`src/logic/xc_pkg.sv`:
```
// ######################################
// all sizes are fixed here, modules take no parameters
// counts are 16 bit and do not saturate
// ######################################
`default_nettype none

package xc_pkg;

	// detector lines and derived count layout
	localparam int NUM_LINES = 4;
	localparam int NUM_PAIRS = NUM_LINES * (NUM_LINES - 1) / 2;
	localparam int NUM_COUNTS = NUM_LINES + NUM_PAIRS;

	// clock cycles between sampling strobes
	localparam int SAMPLE_DIV = 16;
	// strobes per integration window
	localparam int WINDOW_SAMPLES = 32;
	// clock cycles per uart bit
	localparam int BAUD_DIV = 8;

	// frame is header, then each count high byte first
	localparam logic [7:0] FRAME_HEADER = 8'hA5;
	localparam int FRAME_BYTES = 1 + 2 * NUM_COUNTS;

	// one sample of every line
	typedef logic [NUM_LINES-1:0] line_t;
	typedef logic [15:0] count_t;
	typedef logic [7:0] byte_t;

	// count index: lines 0..3 first, then pairs
	// pair order (0,1) (0,2) (0,3) (1,2) (1,3) (2,3)

	typedef enum logic [1:0] {FRM_IDLE, FRM_SEND_BYTE, FRM_WAIT_BYTE} frame_state_t;
	typedef enum logic [1:0] {UART_IDLE, UART_START, UART_DATA, UART_STOP} uart_state_t;

endpackage

`default_nettype wire

```
`src/logic/xc_result_if.sv`:
```
// ######################################
// counts hold from one valid pulse to the next
// busy is the frame sender's level, no handshake
// ######################################
`timescale 1ns/10ps
`default_nettype none

interface xc_result_if
	import xc_pkg::*;
();

	// snapshot of one window, lines then pairs
	count_t counts [NUM_COUNTS];
	// one cycle, counts just updated
	logic valid;
	// frame in progress
	logic busy;

	modport source (
		output counts,
		output valid,
		input  busy
	);

	modport sink (
		input  counts,
		input  valid,
		output busy
	);

endinterface

`default_nettype wire

```
`src/logic/xc_timing.sv`:
```
// ######################################
// strobe runs free from reset, enable only gates windows
// integrating is high in the first counted strobe cycle
// ######################################
`timescale 1ns/10ps
`default_nettype none

module xc_timing
	import xc_pkg::*;
(
	input  logic clki,
	input  logic rst_n,
	input  logic enable,
	input  logic busy,
	output logic sample_stb,
	output logic integrating,
	output logic window_end
);

	logic [$clog2(SAMPLE_DIV)-1:0] div_cnt;
	logic [$clog2(WINDOW_SAMPLES)-1:0] win_cnt;
	logic integ_q;
	logic win_start;
	logic counted;

	// strobe on the last cycle of each divider period
	assign sample_stb = (div_cnt == ($bits(div_cnt))'(SAMPLE_DIV - 1));

	// new window only on a strobe, idle and not sending
	assign win_start = sample_stb && enable && !busy && !integ_q;

	// combinational rise so the opening strobe is counted too
	assign integrating = integ_q || win_start;
	assign counted = sample_stb && integrating;

	always_ff @(posedge clki) begin
		if (!rst_n) begin
			div_cnt <= '0;
		end else if (sample_stb) begin
			div_cnt <= '0;
		end else begin
			div_cnt <= div_cnt + 1'b1;
		end
	end

	always_ff @(posedge clki) begin
		if (!rst_n) begin
			win_cnt <= '0;
			integ_q <= 1'b0;
			window_end <= 1'b0;
		end else begin
			window_end <= 1'b0;
			if (counted) begin
				if (win_cnt == ($bits(win_cnt))'(WINDOW_SAMPLES - 1)) begin
					// last strobe, drop out next cycle
					win_cnt <= '0;
					integ_q <= 1'b0;
					window_end <= 1'b1;
				end else begin
					win_cnt <= win_cnt + 1'b1;
					integ_q <= 1'b1;
				end
			end
		end
	end

endmodule

`default_nettype wire

```
`src/logic/xc_correlator.sv`:
```
// ######################################
// lag zero only, one sample per counted strobe
// a window of WINDOW_SAMPLES cannot overflow a count
// ######################################
`timescale 1ns/10ps
`default_nettype none

module xc_correlator
	import xc_pkg::*;
(
	input  logic clki,
	input  logic rst_n,
	input  line_t lines,
	input  logic sample_stb,
	input  logic integrating,
	input  logic window_end,
	xc_result_if.source res
);

	// running sums, same index layout as the snapshot
	count_t acc [NUM_COUNTS];
	logic [NUM_PAIRS-1:0] pair_hit;
	logic [NUM_COUNTS-1:0] hits;
	logic counted;

	assign counted = sample_stb && integrating;

	// coincidences in package pair order
	always_comb begin
		int p;
		p = 0;
		pair_hit = '0;
		for (int i = 0; i < NUM_LINES; i++) begin
			for (int j = i + 1; j < NUM_LINES; j++) begin
				pair_hit[p] = lines[i] && lines[j];
				p++;
			end
		end
	end

	// lines in the low bits, pairs above
	assign hits = {pair_hit, lines};

	// accumulators clear at window end
	always_ff @(posedge clki) begin
		if (!rst_n) begin
			for (int k = 0; k < NUM_COUNTS; k++) begin
				acc[k] <= '0;
			end
		end else if (window_end) begin
			for (int k = 0; k < NUM_COUNTS; k++) begin
				acc[k] <= '0;
			end
		end else if (counted) begin
			for (int k = 0; k < NUM_COUNTS; k++) begin
				acc[k] <= acc[k] + count_t'(hits[k]);
			end
		end
	end

	// snapshot, held until the next window closes
	always_ff @(posedge clki) begin
		if (window_end) begin
			for (int k = 0; k < NUM_COUNTS; k++) begin
				res.counts[k] <= acc[k];
			end
		end
	end

	// valid trails window_end by one cycle
	always_ff @(posedge clki) begin
		if (!rst_n) begin
			res.valid <= 1'b0;
		end else begin
			res.valid <= window_end;
		end
	end

endmodule

`default_nettype wire

```
`src/logic/xc_frame_tx.sv`:
```
// ######################################
// gaps between bytes are allowed, busy marks the frame
// counts must stay put until busy falls
// ######################################
`timescale 1ns/10ps
`default_nettype none

module xc_frame_tx
	import xc_pkg::*;
(
	input  logic clki,
	input  logic rst_n,
	input  logic tx_busy,
	xc_result_if.sink res,
	output byte_t tx_byte,
	output logic tx_start
);

	frame_state_t state;
	logic [$clog2(FRAME_BYTES)-1:0] idx;
	logic [$clog2(FRAME_BYTES)-1:0] pos;
	logic [$clog2(FRAME_BYTES)-2:0] cnt_sel;
	count_t cnt_word;

	// byte 0 is the header, then two bytes per count
	assign pos = idx - 1'b1;
	assign cnt_sel = pos[$bits(pos)-1:1];
	assign cnt_word = res.counts[cnt_sel];

	// odd index carries the high byte
	always_comb begin
		if (idx == '0) begin
			tx_byte = FRAME_HEADER;
		end else if (idx[0]) begin
			tx_byte = cnt_word[15:8];
		end else begin
			tx_byte = cnt_word[7:0];
		end
	end

	// hand over as soon as the serializer is free
	assign tx_start = (state == FRM_SEND_BYTE) && !tx_busy;

	always_ff @(posedge clki) begin
		if (!rst_n) begin
			state <= FRM_IDLE;
			idx <= '0;
			res.busy <= 1'b0;
		end else begin
			case (state)
				FRM_IDLE: begin
					if (res.valid) begin
						idx <= '0;
						res.busy <= 1'b1;
						state <= FRM_SEND_BYTE;
					end
				end
				FRM_SEND_BYTE: begin
					if (tx_start) begin
						state <= FRM_WAIT_BYTE;
					end
				end
				FRM_WAIT_BYTE: begin
					// tx_busy is already up the cycle after tx_start
					if (!tx_busy) begin
						if (idx == ($bits(idx))'(FRAME_BYTES - 1)) begin
							res.busy <= 1'b0;
							state <= FRM_IDLE;
						end else begin
							idx <= idx + 1'b1;
							state <= FRM_SEND_BYTE;
						end
					end
				end
				default: state <= FRM_IDLE;
			endcase
		end
	end

endmodule

`default_nettype wire

```
`src/logic/xc_uart_tx.sv`:
```
// ######################################
// 8N1, lsb first, BAUD_DIV clocks per bit
// tx_start is ignored while busy
// ######################################
`timescale 1ns/10ps
`default_nettype none

module xc_uart_tx
	import xc_pkg::*;
(
	input  logic clki,
	input  logic rst_n,
	input  byte_t tx_byte,
	input  logic tx_start,
	output logic tx,
	output logic tx_busy
);

	uart_state_t state;
	logic [$clog2(BAUD_DIV)-1:0] baud_cnt;
	logic [2:0] bit_cnt;
	byte_t shreg;
	logic bit_done;

	assign bit_done = (baud_cnt == ($bits(baud_cnt))'(BAUD_DIV - 1));
	assign tx_busy = (state != UART_IDLE);

	// line level straight from state and shifter
	always_comb begin
		case (state)
			UART_START: tx = 1'b0;
			UART_DATA: tx = shreg[0];
			default: tx = 1'b1;
		endcase
	end

	always_ff @(posedge clki) begin
		if (!rst_n) begin
			state <= UART_IDLE;
			baud_cnt <= '0;
			bit_cnt <= '0;
		end else begin
			if (state == UART_IDLE) begin
				baud_cnt <= '0;
			end else if (bit_done) begin
				baud_cnt <= '0;
			end else begin
				baud_cnt <= baud_cnt + 1'b1;
			end
			case (state)
				UART_IDLE: begin
					if (tx_start) begin
						state <= UART_START;
					end
				end
				UART_START: begin
					if (bit_done) begin
						bit_cnt <= '0;
						state <= UART_DATA;
					end
				end
				UART_DATA: begin
					if (bit_done) begin
						bit_cnt <= bit_cnt + 1'b1;
						if (bit_cnt == 3'd7) begin
							state <= UART_STOP;
						end
					end
				end
				UART_STOP: begin
					if (bit_done) begin
						state <= UART_IDLE;
					end
				end
				default: state <= UART_IDLE;
			endcase
		end
	end

	// payload shifter, lsb goes out first
	always_ff @(posedge clki) begin
		if (state == UART_IDLE && tx_start) begin
			shreg <= tx_byte;
		end else if (state == UART_DATA && bit_done) begin
			shreg <= {1'b0, shreg[7:1]};
		end
	end

endmodule

`default_nettype wire

```
`src/logic/xc_top.sv`:
```
// ######################################
// sampling_clk is a one cycle strobe, not a clock
// lines are sampled as is, no synchronizer
// ######################################
`timescale 1ns/10ps
`default_nettype none

module xc_top
	import xc_pkg::*;
(
	input  logic clki,
	input  logic rst_n,
	input  logic enable,
	input  line_t lines,
	output logic tx,
	output logic sampling_clk,
	output logic integrating
);

	logic window_end;
	logic frame_busy;
	byte_t tx_byte;
	logic tx_start;
	logic tx_busy;

	xc_result_if res_if ();

	// window control sees the frame sender only through busy
	assign frame_busy = res_if.busy;

	xc_timing u_timing (
		.clki        (clki),
		.rst_n       (rst_n),
		.enable      (enable),
		.busy        (frame_busy),
		.sample_stb  (sampling_clk),
		.integrating (integrating),
		.window_end  (window_end)
	);

	xc_correlator u_correlator (
		.clki        (clki),
		.rst_n       (rst_n),
		.lines       (lines),
		.sample_stb  (sampling_clk),
		.integrating (integrating),
		.window_end  (window_end),
		.res         (res_if.source)
	);

	xc_frame_tx u_frame_tx (
		.clki     (clki),
		.rst_n    (rst_n),
		.tx_busy  (tx_busy),
		.res      (res_if.sink),
		.tx_byte  (tx_byte),
		.tx_start (tx_start)
	);

	xc_uart_tx u_uart_tx (
		.clki     (clki),
		.rst_n    (rst_n),
		.tx_byte  (tx_byte),
		.tx_start (tx_start),
		.tx       (tx),
		.tx_busy  (tx_busy)
	);

endmodule

`default_nettype wire

```
`config.mk`:
```
export PLATFORM = sky130hd
export DESIGN_NAME = xc_top
export DESIGN_NICKNAME = d
export VERILOG_FILES = /design/src/logic/xc_pkg.sv /design/src/logic/xc_result_if.sv /design/src/logic/xc_timing.sv /design/src/logic/xc_correlator.sv /design/src/logic/xc_frame_tx.sv /design/src/logic/xc_uart_tx.sv /design/src/logic/xc_top.sv
export SDC_FILE = /design/constraint.sdc
export NUM_CORES = 1
export LEC_CHECK = 0
export ABC_AREA = 1
export BUFFER_PORTS_ARGS = -buffer_cell sky130_fd_sc_hd__buf_2
export CELL_PAD_IN_SITES_DETAIL_PLACEMENT = 1
export CELL_PAD_IN_SITES_GLOBAL_PLACEMENT = 2
export CORE_ASPECT_RATIO = 0.6
export CORE_UTILIZATION = 38
export CTS_CLUSTER_SIZE = 14
export DETAILED_ROUTE_END_ITERATION = 16
export HOLD_SLACK_MARGIN = 0.12
export PLACE_DENSITY = 0.82
export SLEW_MARGIN = 20
export SYNTH_ARGS = -nofsm -noshare
export SYNTH_HDL_FRONTEND = slang
export SYNTH_SLANG_ARGS = --single-unit
```
`constraint.sdc`:
```
create_clock -name clki -period 9.85 [get_ports clki]
set_clock_uncertainty 0.15 [all_clocks]
set_input_delay 0 -clock clki [delete_from_list [all_inputs] [get_ports clki]]
set_output_delay 0 -clock clki [all_outputs]
set_load 0.01 [all_outputs]
```
==> results.ini <==
[worst_setup_path]
critPathKind = flip-flop to flip-flop
r2r_end = u_correlator.acc[0][122]
required_ns = 9.85
r2r_cells = 9
reg2reg_slack_ns = 5.77
arrival_ns = 4.08
crit_path_end_kind = flip-flop
critPathMaxFanout = 61
r2r_start = u_timing.div_cnt[0]
crit_path_start_kind = flip-flop

[power]
ir_drop_uv = 143
internal-power_uw = 2470
seq_power_share_pct = 53.9
netSwitchingPower_uw = 681
power.leakage_uw = 0.00697
cellPowerDensity_nw_per_um2 = 170
p_sw_share_pct = 21.6
combPwrFrac_pct = 2.7
clkPwrFrac_pct = 43.4

[sta]
period_share_pct = 41.4
period_needed_ns = 4.08
finalHoldViolations = 0
slew_headroom_pct = 34.9
worst_slew_pin_slew_ns = 0.977
setup_slack_ns = 5.77
tns_ns = 0
slew_violations = 0
rsz0062_at_grt = false
setup_viol = 0
fmax_mhz = 245
timing.hold.ws_ns = 0.262

[grt]
track_usage_pct = 19.9
grt_pass1_wl_mm = 69.6
antenna_found_initial = 0
grt_overflow = 0
grt_max_degree = 82
first_global_vias = 12200

[detailed_routing]
vias = 11900
first_pass_iters = 5
antenna_left = 0
vias_per_cell = 5.14
wl_mm = 43.2
drtIter0Drc = 1023
drc = 0
wire_per_inst_um = 18.6

[placement]
numPortBuffers = 9
dp_slack_ns = 5.72
hpwl_mm = 28.7
place_congestion = 0.821

[logic_synthesis]
syn_inst = 1708
yosys_warnings = 0
postSynthAreaPerCell_um2 = 9.77
syn_nets = 1749
syn_area_um2 = 16700
synth-seq-cells = 356
synth-seq-area-share_pct = 62.4
yosys.cell_types.count = 33

[cts]
htree_levels = 2
numCtsBuffers = 36
cts_buffer_depth = 3
cts_tree = done
clock_sinks = 356
clk_latency_ns = 0.54
ctsResizeCount = 0
root_buffer = clkbuf_16
clk_pin_slew_worst_paths_ns = 0.06

[die]
core_um2 = 43300
num_rows = 59
io_pins = 10
initial_core_util_pct = 38.5
dieHeight_um = 164
dieArea_um2 = 44800
die_width_um = 273

[cells_and_area]
antenna_cells = 0
area_growth_pct = 11.2
drive_gt1_share_pct = 5.32
final_nets = 1765

[hold_path]
hold_end = u_uart_tx.state[1]
hp-start = rst_n
holdPathStages = 4
holdCritPathClass = input port to flip-flop

[outcome]
outcome = complete, no violations

[run]
cap_violations = 0

==> flip-flops by register name, summed over array words and instances (netlist names) <==
register / flops
u_correlator.acc: 160
u_correlator.res.counts: 160
u_uart_tx.shreg: 8
u_frame_tx.idx: 5
u_timing.win_cnt: 5
u_timing.div_cnt: 4
u_uart_tx.baud_cnt: 3
u_uart_tx.bit_cnt: 3
u_frame_tx.state: 2
u_uart_tx.state: 2
u_correlator.res.valid: 1
u_frame_tx.res.busy: 1
u_timing.integ_q: 1
u_timing.window_end: 1
==> how the worst max path moves through the flow <==
stage	from	endpoint	depth (start not counted)
after floorplan	u_timing.window_end	u_correlator.acc[0][0]	5
after global placement	u_timing.div_cnt[0]	u_correlator.acc[0][90]	9
after detailed placement	u_timing.div_cnt[0]	u_correlator.acc[0][109]	9
after CTS	u_timing.div_cnt[0]	u_correlator.acc[0][122]	9
after global routing	u_timing.div_cnt[0]	u_correlator.acc[0][127]	9
final	u_timing.div_cnt[0]	u_correlator.acc[0][122]	9
==> power groups by stage <==
stage | Clock, uW | Sequential, uW | Combinational (uW)
final | 1370 | 1700 | 83.7
after global routing | 1450 | 1700 | 97.0
after CTS | 1400 | 1700 | 85.3
after detailed placement | 0 | 1730 | 82.7
after global placement | 0 | 1730 | 79.5
after floorplan | 0 | 1730 | 58.2
==> per-stage QoR <==
step / utilization, % / area (um2) / std cells / power [uW]
after floorplan: - / 16700 / 1708 / 1780
after global placement: 40.0 / 17300 / 2258 / 1810
after detailed placement: 40.0 / 17400 / 2258 / 1820
after CTS: 42.8 / 18500 / 2326 / 3190
after global routing: 42.8 / 18500 / 2326 / 3250
final: 42.8 / 18500 / 2326 / 3150
==> cells in the final DEF (no fill, tap or decap), types with 33 or more instances in the layout <==
| cell | instances |
|---|---|
| nand2_1 | 442 |
| a21oi_1 | 95 |
| nand3_1 | 103 |
| o21ai_0 | 68 |
| clkbuf_16 | 38 |
| ha_1 | 33 |
| inv_1 | 152 |
| nor3_1 | 53 |
| nor2_1 | 224 |
| edfxtp_1 | 328 |
==> worst max-delay path: stages (launching register included) <==
cell and delay (ns):
dfxtp_1 0.35, ha_1 0.21, nand3_2 0.13, o21bai_4 0.16, nand2_2 0.14, nor3_4 0.13, buf_4 0.62, inv_4 0.45
nand3_4 0.48, buf_4 0.74
==> metal layers <==
layer / global-route usage, % / wire, um / share of wire [%] / vias up
met3: 2.85 / 2000 / 4.6 / 46
met5: 0 / 0 / 0 / -
li1: - / - / - / 5805
met4: 3.58 / 569 / 1.3 / 0
met2: 29.4 / 18000 / 42 / 223
met1: 30.9 / 22700 / 52 / 5872
==> logic make-up (layout without fill, tap and decap cells) <==
family	after synthesis	count (layout)	synth area share [%]
adders and majority gates	34	34	2.55
AOI/OAI and AO/OA	194	194	6.30
DFF	356	356	62.4
buffers and inverters	205	244	4.75
and+or+nand+nor	883	883	22.1
xor gates and xnor gates	36	36	1.89
==> cell usage after synthesis <==
master       n  share of area (%)
a21oi_1     95                2.8
a2bb2oi_1    2               0.10
a31oi_1      9               0.34
buf_1        9               0.20
nand4_1     19               0.71
edfxtp_1   328                 59
nor3b_1     13               0.58
a21boi_0     1              0.045
clkbuf_1    25               0.56
buf_6        1              0.067
xnor2_1     17               0.89
buf_2       13               0.39
inv_2        2              0.045
ha_1        34                2.5
nand3_2      1              0.060
or2_2       16               0.60
o21ai_0     68                2.0
nand2_2      2              0.075
clkinv_1     3              0.067
nor4_1       5               0.19
o21bai_4     1               0.11
nor3_1      53                1.6
inv_1      152                3.4
nand3_1    104                3.1
xor2_1      19                1.0
nor2_1     224                5.0
dfxtp_1     28                3.4
nand3b_1     2              0.090
a211oi_1     4               0.18
o211ai_1     5               0.22
o21a_1       9               0.40
nor3_4       1              0.098
nand2_1    443                 10
==> cell type report <==
type / instances / area (um2)
Inverter: 157 / 592
Fill cell: 4874 / 24800
Multi-Input combinational cell: 1147 / 5500
Clock inverter: 9 / 98.8
Sequential cell: 356 / 10400
Tap cell: 579 / 724
Timing Repair Buffer: 26 / 190
Clock buffer: 52 / 1030
==> repair_timing <==
action                    in CTS  in global routing
hold endpoints to repair      69                  0
buffers inserted               0                  0
hold buffers                   7                  0
(Power assumes the default switching activity.)
